[config.mk]
export PLATFORM = sky130hd
export DESIGN_NAME = dcache
export DESIGN_NICKNAME = d
export VERILOG_FILES = /design/src/design/dcache_pkg.sv /design/src/design/dcache.sv /design/src/design/dcache_ctrl.sv /design/src/design/dcache_frame_array.sv
export VERILOG_INCLUDE_DIRS = /design/src /design/src/design
export SDC_FILE = /design/constraint.sdc
export NUM_CORES = 2
export LEC_CHECK = 0
export BUFFER_PORTS_ARGS = -buffer_cell sky130_fd_sc_hd__buf_2
export CELL_PAD_IN_SITES_DETAIL_PLACEMENT = 1
export CELL_PAD_IN_SITES_GLOBAL_PLACEMENT = 2
export CORE_ASPECT_RATIO = 0.5
export CORE_MARGIN = 5
export CORE_UTILIZATION = 25
export CTS_CLUSTER_DIAMETER = 40
export CTS_CLUSTER_SIZE = 30
export DETAILED_ROUTE_END_ITERATION = 10
export PLACE_DENSITY = 0.54
export SLEW_MARGIN = 20
export SYNTH_ARGS = -nofsm -noshare
export SYNTH_HDL_FRONTEND = slang
export SYNTH_SLANG_ARGS = --single-unit
[constraint.sdc]
create_clock -name CLK -period 19 [get_ports CLK]
set_input_delay 3.8 -clock CLK [delete_from_list [all_inputs] [get_ports CLK]]
set_output_delay 3.8 -clock CLK [all_outputs]
set_load 0.01 [all_outputs]
[src/design/dcache_settings.svh]
`ifndef DCACHE_SETTINGS_SVH
`define DCACHE_SETTINGS_SVH

// set index width, giving eight sets.
`define DCACHE_IDX_W 3

// data and address word width.
`define DCACHE_WORD_W 32

// words per block. The block word select is a single address bit.
`define DCACHE_BLK_WORDS 2

// tag is what is left after index, block word bit and byte offset.
`define DCACHE_TAG_W (`DCACHE_WORD_W - `DCACHE_IDX_W - 3)

`endif

[src/design/dcache_pkg.sv]
`include "dcache_settings.svh"

package dcache_pkg;

  // address layout: bits 1..0 byte offset, bit 2 block word, bits 5..3 set index,
  // and the remaining upper bits form the tag.

  typedef logic [`DCACHE_WORD_W-1:0] word_t;

  // valid and dirty together encode MSI: invalid, shared (clean) or modified (dirty).
  typedef struct packed {
    logic                     valid;
    logic                     dirty;
    logic [`DCACHE_TAG_W-1:0] tag;
    word_t [`DCACHE_BLK_WORDS-1:0] data;
  } dcache_frame_t;

  typedef enum logic [3:0] {
    IDLE,
    INV_REQ,
    EVICT_WB1,
    EVICT_WB2,
    FILL1,
    FILL2,
    FILL_DONE,
    SNOOP_WB1,
    SNOOP_WB2,
    SNOOP_TRANS
  } dcache_state_t;

endpackage

[src/design/dcache.sv]
`timescale 1ns/1ps
`include "dcache_settings.svh"

module dcache (
  input  logic               CLK,
  input  logic               nRST,
  input  logic               dmem_ren,
  input  logic               dmem_wen,
  input  dcache_pkg::word_t  dmem_addr,
  input  dcache_pkg::word_t  dmem_store,
  output logic               dhit,
  output dcache_pkg::word_t  dmem_load,
  input  logic               dwait,
  input  dcache_pkg::word_t  dload,
  output logic               dren,
  output logic               dwen,
  output dcache_pkg::word_t  daddr,
  output dcache_pkg::word_t  dstore,
  input  logic               cc_grant,
  output logic               cc_inv_req,
  output dcache_pkg::word_t  cc_addr,
  input  logic               snoop_req,
  input  logic               snoop_excl,
  input  dcache_pkg::word_t  snoop_addr,
  output logic               snoop_ack
);

  import dcache_pkg::*;

  logic [`DCACHE_IDX_W-1:0] idx, snoop_idx;
  logic [`DCACHE_TAG_W-1:0] tag, snoop_tag;
  logic wword;
  word_t wdat;
  logic way0_wen, way1_wen;
  logic way0_set_valid, way1_set_valid;
  logic way0_clear_valid, way1_clear_valid;
  logic way0_set_dirty, way1_set_dirty;
  logic way0_clear_dirty, way1_clear_dirty;
  logic way0_write_tag, way1_write_tag;
  logic way0_hit, way1_hit;
  logic way0_snoop_hit, way1_snoop_hit;
  dcache_frame_t way0_frame, way1_frame;
  dcache_frame_t way0_snoop_frame, way1_snoop_frame;

  // every controller port has a same-named port or wire here.
  dcache_ctrl u_ctrl (.*);

  dcache_frame_array u_way0 (
    .CLK         (CLK),
    .nRST        (nRST),
    .idx         (idx),
    .snoop_idx   (snoop_idx),
    .tag         (tag),
    .snoop_tag   (snoop_tag),
    .wen         (way0_wen),
    .wword       (wword),
    .wdat        (wdat),
    .set_valid   (way0_set_valid),
    .clear_valid (way0_clear_valid),
    .set_dirty   (way0_set_dirty),
    .clear_dirty (way0_clear_dirty),
    .write_tag   (way0_write_tag),
    .hit         (way0_hit),
    .snoop_hit   (way0_snoop_hit),
    .frame       (way0_frame),
    .snoop_frame (way0_snoop_frame)
  );

  dcache_frame_array u_way1 (
    .CLK         (CLK),
    .nRST        (nRST),
    .idx         (idx),
    .snoop_idx   (snoop_idx),
    .tag         (tag),
    .snoop_tag   (snoop_tag),
    .wen         (way1_wen),
    .wword       (wword),
    .wdat        (wdat),
    .set_valid   (way1_set_valid),
    .clear_valid (way1_clear_valid),
    .set_dirty   (way1_set_dirty),
    .clear_dirty (way1_clear_dirty),
    .write_tag   (way1_write_tag),
    .hit         (way1_hit),
    .snoop_hit   (way1_snoop_hit),
    .frame       (way1_frame),
    .snoop_frame (way1_snoop_frame)
  );

endmodule

[src/design/dcache_ctrl.sv]
`timescale 1ns/1ps
`include "dcache_settings.svh"

module dcache_ctrl (
  input  logic                       CLK,
  input  logic                       nRST,
  input  logic                       dmem_ren, dmem_wen,
  input  dcache_pkg::word_t          dmem_addr, dmem_store,
  output logic                       dhit,
  output dcache_pkg::word_t          dmem_load,
  input  logic                       dwait,
  input  dcache_pkg::word_t          dload,
  output logic                       dren, dwen,
  output dcache_pkg::word_t          daddr, dstore,
  input  logic                       cc_grant,
  output logic                       cc_inv_req,
  output dcache_pkg::word_t          cc_addr,
  input  logic                       snoop_req, snoop_excl,
  input  dcache_pkg::word_t          snoop_addr,
  output logic                       snoop_ack,
  output logic [`DCACHE_IDX_W-1:0]   idx, snoop_idx,
  output logic [`DCACHE_TAG_W-1:0]   tag, snoop_tag,
  output logic                       wword,
  output dcache_pkg::word_t          wdat,
  output logic                       way0_wen, way1_wen,
  output logic                       way0_set_valid, way1_set_valid,
  output logic                       way0_clear_valid, way1_clear_valid,
  output logic                       way0_set_dirty, way1_set_dirty,
  output logic                       way0_clear_dirty, way1_clear_dirty,
  output logic                       way0_write_tag, way1_write_tag,
  input  logic                       way0_hit, way1_hit,
  input  logic                       way0_snoop_hit, way1_snoop_hit,
  input  dcache_pkg::dcache_frame_t  way0_frame, way1_frame,
  input  dcache_pkg::dcache_frame_t  way0_snoop_frame, way1_snoop_frame
);

  import dcache_pkg::*;

  localparam int N_SETS = 2**`DCACHE_IDX_W;

  dcache_state_t state, nxt_state;
  logic [N_SETS-1:0] lru;
  logic lru_upd;
  logic victim_q, pick;
  logic hit_way, dem_any;
  logic snoop_way, snoop_any;
  logic [`DCACHE_IDX_W-1:0] dm_idx;
  logic dm_word;
  dcache_frame_t hit_fr, pick_fr, vic_fr, snoop_fr;
  dcache_state_t miss_state;
  logic [1:0] wen_v, set_valid_v, clear_valid_v;
  logic [1:0] set_dirty_v, clear_dirty_v, write_tag_v;

  assign dm_idx    = dmem_addr[`DCACHE_IDX_W+2:3];
  assign dm_word   = dmem_addr[2];
  assign tag       = dmem_addr[`DCACHE_WORD_W-1:`DCACHE_IDX_W+3];
  assign snoop_idx = snoop_addr[`DCACHE_IDX_W+2:3];
  assign snoop_tag = snoop_addr[`DCACHE_WORD_W-1:`DCACHE_IDX_W+3];

  // while a snoop is served the flag writes must land on the snooped set.
  assign idx = (state inside {SNOOP_WB1, SNOOP_WB2, SNOOP_TRANS}) ? snoop_idx : dm_idx;

  assign dem_any   = way0_hit | way1_hit;
  assign hit_way   = way1_hit;
  assign hit_fr    = hit_way ? way1_frame : way0_frame;
  assign snoop_any = way0_snoop_hit | way1_snoop_hit;
  assign snoop_way = way1_snoop_hit;
  assign snoop_fr  = snoop_way ? way1_snoop_frame : way0_snoop_frame;

  // an invalid way is always the cheaper victim.
  always_comb
  begin
    if (!way0_frame.valid)
      pick = 1'b0;
    else if (!way1_frame.valid)
      pick = 1'b1;
    else
      pick = lru[dm_idx];
  end

  assign pick_fr    = pick ? way1_frame : way0_frame;
  assign vic_fr     = victim_q ? way1_frame : way0_frame;
  assign miss_state = pick_fr.dirty ? EVICT_WB1 : FILL1;

  assign dmem_load = hit_fr.data[dm_word];
  assign cc_addr   = {dmem_addr[`DCACHE_WORD_W-1:3], 3'b000};

  assign way0_wen         = wen_v[0];
  assign way1_wen         = wen_v[1];
  assign way0_set_valid   = set_valid_v[0];
  assign way1_set_valid   = set_valid_v[1];
  assign way0_clear_valid = clear_valid_v[0];
  assign way1_clear_valid = clear_valid_v[1];
  assign way0_set_dirty   = set_dirty_v[0];
  assign way1_set_dirty   = set_dirty_v[1];
  assign way0_clear_dirty = clear_dirty_v[0];
  assign way1_clear_dirty = clear_dirty_v[1];
  assign way0_write_tag   = write_tag_v[0];
  assign way1_write_tag   = write_tag_v[1];

  always_ff @(posedge CLK, negedge nRST)
  begin
    if (!nRST)
    begin
      state    <= IDLE;
      lru      <= '0;
      victim_q <= 1'b0;
    end
    else
    begin
      state <= nxt_state;
      // lru points at the way to evict next, so a hit points it away.
      if (lru_upd)
        lru[dm_idx] <= ~hit_way;
      if (state == IDLE || state == INV_REQ)
        victim_q <= pick;
    end
  end

  always_comb
  begin
    nxt_state     = state;
    dhit          = 1'b0;
    dren          = 1'b0;
    dwen          = 1'b0;
    daddr         = '0;
    dstore        = '0;
    cc_inv_req    = 1'b0;
    snoop_ack     = 1'b0;
    lru_upd       = 1'b0;
    wword         = 1'b0;
    wdat          = '0;
    wen_v         = '0;
    set_valid_v   = '0;
    clear_valid_v = '0;
    set_dirty_v   = '0;
    clear_dirty_v = '0;
    write_tag_v   = '0;

    case (state)
      IDLE:
      begin
        if (snoop_req)
        begin
          if (snoop_any && snoop_fr.dirty)
            nxt_state = SNOOP_WB1;
          else
            nxt_state = SNOOP_TRANS;
        end
        else if (dmem_ren)
        begin
          if (dem_any)
          begin
            dhit    = 1'b1;
            lru_upd = 1'b1;
          end
          else
            nxt_state = miss_state;
        end
        else if (dmem_wen)
        begin
          // only a modified line may be written without asking the bus.
          if (dem_any && hit_fr.dirty)
          begin
            dhit           = 1'b1;
            lru_upd        = 1'b1;
            wen_v[hit_way] = 1'b1;
            wword          = dm_word;
            wdat           = dmem_store;
          end
          else
            nxt_state = INV_REQ;
        end
      end
      INV_REQ:
      begin
        cc_inv_req = 1'b1;
        if (cc_grant)
          nxt_state = dem_any ? FILL_DONE : miss_state;
      end
      EVICT_WB1, EVICT_WB2:
      begin
        dwen   = 1'b1;
        daddr  = {vic_fr.tag, dm_idx, (state == EVICT_WB2), 2'b00};
        dstore = vic_fr.data[state == EVICT_WB2];
        if (!dwait)
          nxt_state = (state == EVICT_WB1) ? EVICT_WB2 : FILL1;
      end
      FILL1:
      begin
        dren  = 1'b1;
        daddr = {tag, dm_idx, 1'b0, 2'b00};
        if (!dwait)
        begin
          // the frame stays invalid until the second word has arrived.
          wen_v[victim_q]         = 1'b1;
          wdat                    = dload;
          write_tag_v[victim_q]   = 1'b1;
          clear_valid_v[victim_q] = 1'b1;
          clear_dirty_v[victim_q] = 1'b1;
          nxt_state               = FILL2;
        end
      end
      FILL2:
      begin
        dren  = 1'b1;
        daddr = {tag, dm_idx, 1'b1, 2'b00};
        if (!dwait)
        begin
          wen_v[victim_q]       = 1'b1;
          wword                 = 1'b1;
          wdat                  = dload;
          set_valid_v[victim_q] = 1'b1;
          nxt_state             = FILL_DONE;
        end
      end
      FILL_DONE:
      begin
        dhit    = 1'b1;
        lru_upd = 1'b1;
        if (dmem_wen)
        begin
          wen_v[hit_way]       = 1'b1;
          wword                = dm_word;
          wdat                 = dmem_store;
          set_dirty_v[hit_way] = 1'b1;
        end
        nxt_state = IDLE;
      end
      SNOOP_WB1, SNOOP_WB2:
      begin
        dwen   = 1'b1;
        daddr  = {snoop_addr[`DCACHE_WORD_W-1:3], (state == SNOOP_WB2), 2'b00};
        dstore = snoop_fr.data[state == SNOOP_WB2];
        if (!dwait)
          nxt_state = (state == SNOOP_WB1) ? SNOOP_WB2 : SNOOP_TRANS;
      end
      SNOOP_TRANS:
      begin
        snoop_ack = 1'b1;
        if (snoop_any)
        begin
          clear_dirty_v[snoop_way] = 1'b1;
          if (snoop_excl)
            clear_valid_v[snoop_way] = 1'b1;
        end
        nxt_state = IDLE;
      end
      default:
        nxt_state = IDLE;
    endcase
  end

  // a stalled memory access keeps its request, address and data until dwait drops.
  mem_req_stable: assert property (
    @(posedge CLK) disable iff (!nRST)
    (dren || dwen) && dwait |=> $stable(dren) && $stable(dwen) && $stable(daddr)
      && $stable(dstore)
  );

  // dhit is only given while the requested line is present in one of the ways.
  dhit_on_hit: assert property (
    @(posedge CLK) disable iff (!nRST)
    dhit |-> (way0_hit || way1_hit)
  );

endmodule

[src/design/dcache_frame_array.sv]
`timescale 1ns/1ps
`include "dcache_settings.svh"

module dcache_frame_array (
  input  logic                       CLK,
  input  logic                       nRST,
  input  logic [`DCACHE_IDX_W-1:0]   idx,
  input  logic [`DCACHE_IDX_W-1:0]   snoop_idx,
  input  logic [`DCACHE_TAG_W-1:0]   tag,
  input  logic [`DCACHE_TAG_W-1:0]   snoop_tag,
  input  logic                       wen,
  input  logic                       wword,
  input  dcache_pkg::word_t          wdat,
  input  logic                       set_valid,
  input  logic                       clear_valid,
  input  logic                       set_dirty,
  input  logic                       clear_dirty,
  input  logic                       write_tag,
  output logic                       hit,
  output logic                       snoop_hit,
  output dcache_pkg::dcache_frame_t  frame,
  output dcache_pkg::dcache_frame_t  snoop_frame
);

  import dcache_pkg::*;

  localparam int N_SETS = 2**`DCACHE_IDX_W;

  logic [N_SETS-1:0]         valid;
  logic [N_SETS-1:0]         dirty;
  logic [`DCACHE_TAG_W-1:0]  tags [N_SETS];
  word_t [`DCACHE_BLK_WORDS-1:0] data_mem [N_SETS];

  // flag bits are written at the demand index, which the controller
  // steers to the snoop index while it serves a snoop.
  always_ff @(posedge CLK, negedge nRST)
  begin
    if (!nRST)
    begin
      valid <= '0;
      dirty <= '0;
    end
    else
    begin
      if (set_valid)
        valid[idx] <= 1'b1;
      else if (clear_valid)
        valid[idx] <= 1'b0;

      if (set_dirty)
        dirty[idx] <= 1'b1;
      else if (clear_dirty)
        dirty[idx] <= 1'b0;
    end
  end

  always_ff @(posedge CLK)
  begin
    if (write_tag)
      tags[idx] <= tag;
    if (wen)
      data_mem[idx][wword] <= wdat;
  end

  always_comb
  begin
    frame.valid = valid[idx];
    frame.dirty = dirty[idx];
    frame.tag   = tags[idx];
    frame.data  = data_mem[idx];
  end

  always_comb
  begin
    snoop_frame.valid = valid[snoop_idx];
    snoop_frame.dirty = dirty[snoop_idx];
    snoop_frame.tag   = tags[snoop_idx];
    snoop_frame.data  = data_mem[snoop_idx];
  end

  // the two ports compare independently so a snoop can be checked while
  // a demand request is held.
  assign hit       = frame.valid && (frame.tag == tag);
  assign snoop_hit = snoop_frame.valid && (snoop_frame.tag == snoop_tag);

  // the controller must never ask for a line to become valid and invalid at once.
  valid_set_clear_excl: assert property (
    @(posedge CLK) disable iff (!nRST)
    !(set_valid && clear_valid)
  );

endmodule

# Word-level counts from Yosys, hierarchy flattened
# Memories as Yosys holds them, arrays and structs flattened.
# Cells that the tools add are included.
[totals] reg_bits=45 ramBits=1440 mem_count=4
[op_classes] n_lt_le_gt_ge=16 eq_ne=21 muxes=117 bitwise=12 reduce_logical=24
[mem_list] name="u_way0.data_mem" depth=8 word_bits=64 rd=2 rd_ports_with_merged_regs=0 wr=1 line_no="dcache_frame_array.sv:32" source="word_t [`DCACHE_BLK_WORDS-1:0] data_mem [N_SETS];"
[mem_list] name="u_way1.data_mem" depth=8 word_bits=64 rd=2 rd_ports_with_merged_regs=0 wr=1 line_no="dcache_frame_array.sv:32"
[mem_list] name="u_way0.tags" depth=8 word_bits=26 rd=2 rd_ports_with_merged_regs=0 wr=1 line_no="dcache_frame_array.sv:31" source="logic [`DCACHE_TAG_W-1:0] tags [N_SETS];"
[mem_list] name="u_way1.tags" depth=8 word_bits=26 rd=2 rd_ports_with_merged_regs=0 wr=1 line_no="dcache_frame_array.sv:31"
[ops] operator="32-bit 2-to-1 mux" count=13
[ops] operator="91-bit 2-to-1 mux" count=3
[ops] operator="64-bit 2-to-1 mux" count=2
[ops] operator="32-bit one-hot mux with 4 select lines" count=1
[ops] operator="26-bit == test" count=4
[ops] operator="32-bit one-hot mux with 3 select lines" count=1
[ops] operator="90-bit 2-to-1 mux" count=1
[ops] operator="8-bit 2-to-1 mux" count=8
[ops] operator="32-bit one-hot mux with 2 select lines" count=1
[ops] operator="4-bit 2-to-1 mux" count=12
[ops] operator="1-bit 2-to-1 mux" count=38
[ops] operator="8-bit bitwise AND" count=4
[ops] operator="32-bit demux with 1-bit select" count=1
[ops] operator="8-bit bitwise OR" count=4
[ops] operator="1-bit binary-select mux with 3-bit select" count=9
[ops] operator="2-bit 2-to-1 mux" count=12
[ops] operator="4-bit one-hot mux with 6 select lines" count=1
[ops] operator="4-bit by 3-bit == test with 1-bit output, second input constant" count=4
[ops] operator="1-bit by 2-bit less-than comparator with 1-bit output, second input constant" count=7
[ops] operator="1-bit logical AND" count=12
[ops] operator="3-bit by 4-bit less-than comparator with 1-bit output, second input constant" count=3
[ops] operator="4-bit != test, second input constant" count=3
[ops] operator="2-bit != test, second input constant" count=5
[ops] operator="3-bit 2-to-1 mux" count=3
[ops] operator="other kinds (22)" count=38

# Longest topological paths before layout
[logic_depth] depth_word=18 depth_mapped=20 ltp_nobuf=12

# Hierarchy
# Synthesis repeated with hierarchy kept, for this count alone.
[hier_totals] hier_cells=4259 area_unflattened_um2=71765.1
[by_module_without_submodules] module="dcache_frame_array (u_way0)" instances=1 cells_per_inst=1817 area_per_inst_um2=33114.3 seq_area_each_um2=22021.1
[by_module_without_submodules] module="dcache_frame_array (u_way1)" instances=1 cells_per_inst=1812 area_per_inst_um2=32987.9 seq_area_each_um2=22021.1
[by_module_without_submodules] module="dcache_ctrl" instances=1 cells_per_inst=630 area_per_inst_um2=5662.9 seq_area_each_um2=325.3

# Worst setup path before layout
# No wires, ideal clock.
[synth_path] kind="input port to flip-flop" from="input snoop_addr[5]" to="memory u_way0.data_mem[0][32] in the netlist's numbering, enable pin" setup_time_ns=0.595 arrival_time_ns=12.018 required_time_ns=18.405 path_slack_ns=6.387 stages=16 n_path_buf=5 cell_sequence="buf_2 -> and4bb_2 -> o21a_1 -> nor2_4 -> buf_2 -> buf_4 -> buf_2 -> clkbuf_1 -> o221ai_1 -> a22oi_1 -> xnor2_1 -> nand4_1 -> or2_2 -> nor4_2 -> a211oi_2 -> a2111oi_0"
[synth_via] elab_chain_len=16 word_cells_on_any_way=41 cone_classes="4 x order compare; 2 x eq/ne; 27 x mux; 1 x bitwise; 5 x reduce/logical; 2 x memory"
[synth_rtl] element="from (decl)" line_no="dcache.sv:24" source="input dcache_pkg::word_t snoop_addr,"
[synth_rtl] element="3-bit 2-to-1 mux *" line_no="dcache_ctrl.sv:61" source="assign idx = (state inside {SNOOP_WB1, SNOOP_WB2, SNOOP_TRANS}) ? snoop_idx : dm_idx;"
[synth_rtl] element="memory read 8 x 26 bit / 1-bit binary-select mux with 3-bit select (equally long branches)"
[synth_rtl] element="26-bit == test / 1-bit 2-to-1 mux (equally long branches)" line_no="dcache_frame_array.sv:83, dcache_frame_array.sv:67"
[synth_rtl] element="1-bit logical AND" line_no="dcache_frame_array.sv:83" source="assign hit = frame.valid && (frame.tag == tag);"
[synth_rtl] element="1-bit bitwise OR / 91-bit 2-to-1 mux (equally long branches)" line_no="dcache_ctrl.sv:63, dcache_ctrl.sv:65"
[synth_rtl] element="1-bit logical AND" line_no="dcache_ctrl.sv:163" source="if (dem_any && hit_fr.dirty)"
[synth_rtl] element="1-bit 2-to-1 mux" line_no="dcache_ctrl.sv:163"
[synth_rtl] element="1-bit 2-to-1 mux" line_no="dcache_ctrl.sv:160" source="else if (dmem_wen)"
[synth_rtl] element="1-bit 2-to-1 mux" line_no="dcache_ctrl.sv:150" source="else if (dmem_ren)"
[synth_rtl] element="1-bit 2-to-1 mux" line_no="dcache_ctrl.sv:143" source="if (snoop_req)"
[synth_rtl] element="1-bit one-hot mux with 3 select lines" line_no="dcache_ctrl.sv:140" source="case (state)"
[synth_rtl] element="1-bit by 2-bit less-than comparator with 1-bit output (implied by the code) / 1-bit greater-or-equal comparator (equally long branches)" line_no="dcache_frame_array.sv:62" source="data_mem[idx][wword] <= wdat;"
[synth_rtl] element="1-bit logical AND (implied by the code)" line_no="dcache_frame_array.sv:62"
[synth_rtl] element="32-bit 2-to-1 mux (implied by the code)" line_no="dcache_frame_array.sv:62"
[synth_rtl] element="32-bit demux with 1-bit select"
[synth_rtl] element="64-bit 2-to-1 mux (implied by the code)" line_no="dcache_frame_array.sv:62"
[synth_rtl] element="to (decl)" line_no="dcache_frame_array.sv:32"
# Every way passes the cells marked *; elsewhere a longest branch is shown, timed or not. The select of a mux whose other input is x is not followed.

# Worst setup path after layout
[layout_path] from="input snoop_addr[4]" to="output dmem_load[29]"
[layout_via] elab_chain_len=7 word_cells_on_any_way=11 cone_classes="1 x eq/ne; 6 x mux; 1 x reduce/logical; 3 x memory"
[layout_rtl] element="3-bit 2-to-1 mux *" line_no="dcache_ctrl.sv:61"
[layout_rtl] element="memory read 8 x 26 bit / 1-bit binary-select mux with 3-bit select (equally long branches)"
[layout_rtl] element="26-bit == test / 1-bit 2-to-1 mux (equally long branches)" line_no="dcache_frame_array.sv:83, dcache_frame_array.sv:67"
[layout_rtl] element="1-bit logical AND" line_no="dcache_frame_array.sv:83"
[layout_rtl] element="91-bit 2-to-1 mux *" line_no="dcache_ctrl.sv:65" source="assign hit_fr = hit_way ? way1_frame : way0_frame;"
[layout_rtl] element="32-bit 2-to-1 mux (implied by the code) * (2 in a row)" line_no="dcache_ctrl.sv:85" source="assign dmem_load = hit_fr.data[dm_word];"
[layout_rtl] element="to (decl)" line_no="dcache.sv:12" source="output dcache_pkg::word_t dmem_load,"
# Marked as above.

==> reports/results.ini <==
[global_route]
antenna_found_initial=21
track_usage=0.212
grt-ovfl-total=0
first_global_vias=52800
grt_pass1_wl_um=447000
grt_max_degree=104

[yosys]
yosys-top-cells-count=edfxtp_1, mux4_2, o22ai_1
synth_edf_count=1440
synth_top_family_by_area=multiplexers
yosys.area_share.xor_xnor=0.00955
yosysMostFrequentCell=edfxtp_1
ys_warn_count=0
synthSimpleGateAreaFrac=0.0635
yosys-top-cells-area=edfxtp_1, mux4_2, o22ai_1
ys_ff_latch=1485
synth_compound_area_frac=0.106
ys_seq_area_frac=0.620
synth_cell_types=94
synth_cells=4665
ys.flop_type=edfxtp_1
synth.avg_cell_area_sq_um=15.3
synthMuxAreaShare=0.173
async_reset_ff_frac=0.0303
synth_area_sq_um=71500
synth.top_cell.area_share=0.604
synth_fa_ha_area_frac=0.000140
yosysTopAreaCell=edfxtp_1

[layout]
drive_gt1_frac=0.284
fin_nets=5037
syn_to_final_growth_pct=18.8
design_area_sq_um=85000
num-fill-cells=29700

[critical_path]
cp_max_fo=53
crit_type=input port to output port
cp-end-kind=output port
crit_path_start_kind=input port
required_ns=15.20
cp_data_arrival_time_ns=11.00

[timing]
tightest_slew_ns=1.29
fin_crit_ns=14.80
tns_ns=0
max_freq_mhz=67.6
final_hold_viol_count=0
setup_viol=0
holdWs_ns=0.514
relSlewSlack=0.130
fin_skew_ns=0.0908
rsz0062_at_grt=no
min_period_over_period=0.779
drv_slew=0

[placement]
io_buffer_count=258
placed_cell_area_sq_um=77700
place.gp.congestion=0.839
hpwlAfterDp_um=186000

[floorplan]
initial_utilization=0.252
die_y_um=388
io_pins=269
core-area_sq_um=284000
die-area_sq_um=298000
num_rows=138
die_w_um=767

[clock_tree]
htreeDepth=4
cts.clk_slew.worst_paths_ns=0.05
numCtsBuffers=212
clk_latency_ns=0.89
cts_tree=done
cts_hold_buf=0
cts_resized=0
post_cts_buffers=0
clock_sinks=1485
clock_path_buffers=4
root_buffer=clkbuf_16

[route]
routed_wl_um=328000
drc_errors=0
num_vias=51200
drt-initial-drc-count=6283
drt_first_pass_iters=6
drtAntennaViolNets=0
wire_per_inst_um=37.1
viasPerCell=5.78

[power]
vdd_drop_max_mv=0.110
p_leak_nw=27.7
p_per_area_nw_per_um2=149

[outcome]
status=complete, no violations

[run]
maxCapViolCount=0

[hold_path]
holdCritPathClass=flop to flop

-- placed cells by master, fill, tap and decap left out, types with 26 or more instances in the layout --
cell and count:
a2111oi_0 34, a211oi_1 42, a21oi_1 106, a22oi_1 39
and3_1 75, buf_2 254, buf_4 170, clkbuf_16 214
clkinv_2 26, dfrtp_1 45, edfxtp_1 1440, inv_6 35
mux2_2 41, mux2i_1 143, mux4_2 466, nand2_1 320
nand3_1 97, nor2_1 115, nor2_4 38, nor3_1 97
nor4_1 74, o211ai_1 34, o21ai_0 109, o221ai_1 68
o22a_1 59, o22ai_1 358, xnor2_1 61
-- routing by layer --
layer	wire length (um)	track usage	up-vias
li1	-	-	20100
met1	142000	0.293	27900
met2	152000	0.343	2631
met3	24500	0.0356	527
met4	9730	0.0606	2
met5	15	0	-
-- flip-flops by register name, summed over array words and instances, names as in the netlist, named ones only --
name / cells
u_way0.data_mem: 512
u_way1.data_mem: 512
u_way0.tags: 208
u_way1.tags: 208
u_ctrl.lru: 8
u_ctrl.state: 4
u_ctrl.victim_q: 1
-- logic make-up (layout without fill, tap and decap cells) --
family | count (synthesis) | after routing
simple gates | 940 | 940
xor+xnor | 78 | 78
flops | 1485 | 1485
compound gates | 1076 | 1076
mux | 650 | 650
fa+ha+maj | 1 | 1
other cells | 1 | 9
buf+inv | 434 | 840
-- metrics by stage --
| step | total power, mW | utilization | std cells | worst slack [ns] |
|---|---|---|---|---|
| after global routing | 13.1 | 0.299 | 8857 | 4.08 |
| after floorplan | 6.42 | - | 4669 | 6.39 |
| after global placement | 8.57 | 0.274 | 8466 | 4.25 |
| final | 12.7 | 0.299 | 8859 | 4.20 |
| after detailed placement | 8.62 | 0.274 | 8466 | 4.23 |
| after CTS | 12.7 | 0.299 | 8854 | 4.20 |
-- layout make-up --
type / instances / area (sq um) / share of cell area
inverters: 18 / 72.6 / 0.000854
repair buffers: 434 / 2720 / 0.0320
diodes: 4 / 10.0 / 0.000118
well taps: 3780 / 4730 / 0.0557
clock buffers: 227 / 5400 / 0.0636
flip-flops and latches: 1485 / 44400 / 0.522
clock inverters: 161 / 1780 / 0.0210
multi-input cells: 2750 / 25900 / 0.305
-- where the power goes --
part           switching [mW]  internal (mW)  total, mW
Combinational            3.37           1.38       4.76
Sequential             0.0609           3.77       3.83
Clock                    1.66           2.42       4.08
Total                    5.09           7.57       12.7
-- worst paths after layout --
| kind | startpoint | to | slack [ns] | depth (start not counted) |
|---|---|---|---|---|
| max | snoop_addr[4] | dmem_load[29] | 4.20 | 13 |
| min | u_ctrl.lru[2]$_DFFE_PN0P_ | u_ctrl.lru[2]$_DFFE_PN0P_ | 0.51 | 1 |
| max reg2reg | u_ctrl.state[2]$_DFFE_PN0P_ | u_way0.data_mem[6][19]$_DFFE_PP_ | 9.73 | 13 |
| min reg2reg | u_ctrl.lru[2]$_DFFE_PN0P_ | u_ctrl.lru[2]$_DFFE_PN0P_ | 0.51 | 1 |
| max in group asynchronous | nRST | asynchronous set/reset pin | 15.54 | 1 |
| min in group asynchronous | nRST | u_ctrl.lru[4]$_DFFE_PN0P_ | 2.97 | 1 |
-- worst max-delay path, stage by stage --
cell	delay [ns]
buf_8	0.41
nor4b_2	0.15
a311o_1	0.51
nor2_4	0.80
buf_4	0.69
nand3_4	0.72
o221a_2	0.61
a2111o_1	0.42
nor4_1	0.40
and4_2	0.94
buf_4	0.52
mux4_2	0.65
buf_2	0.18
(Power assumes the default switching activity.)
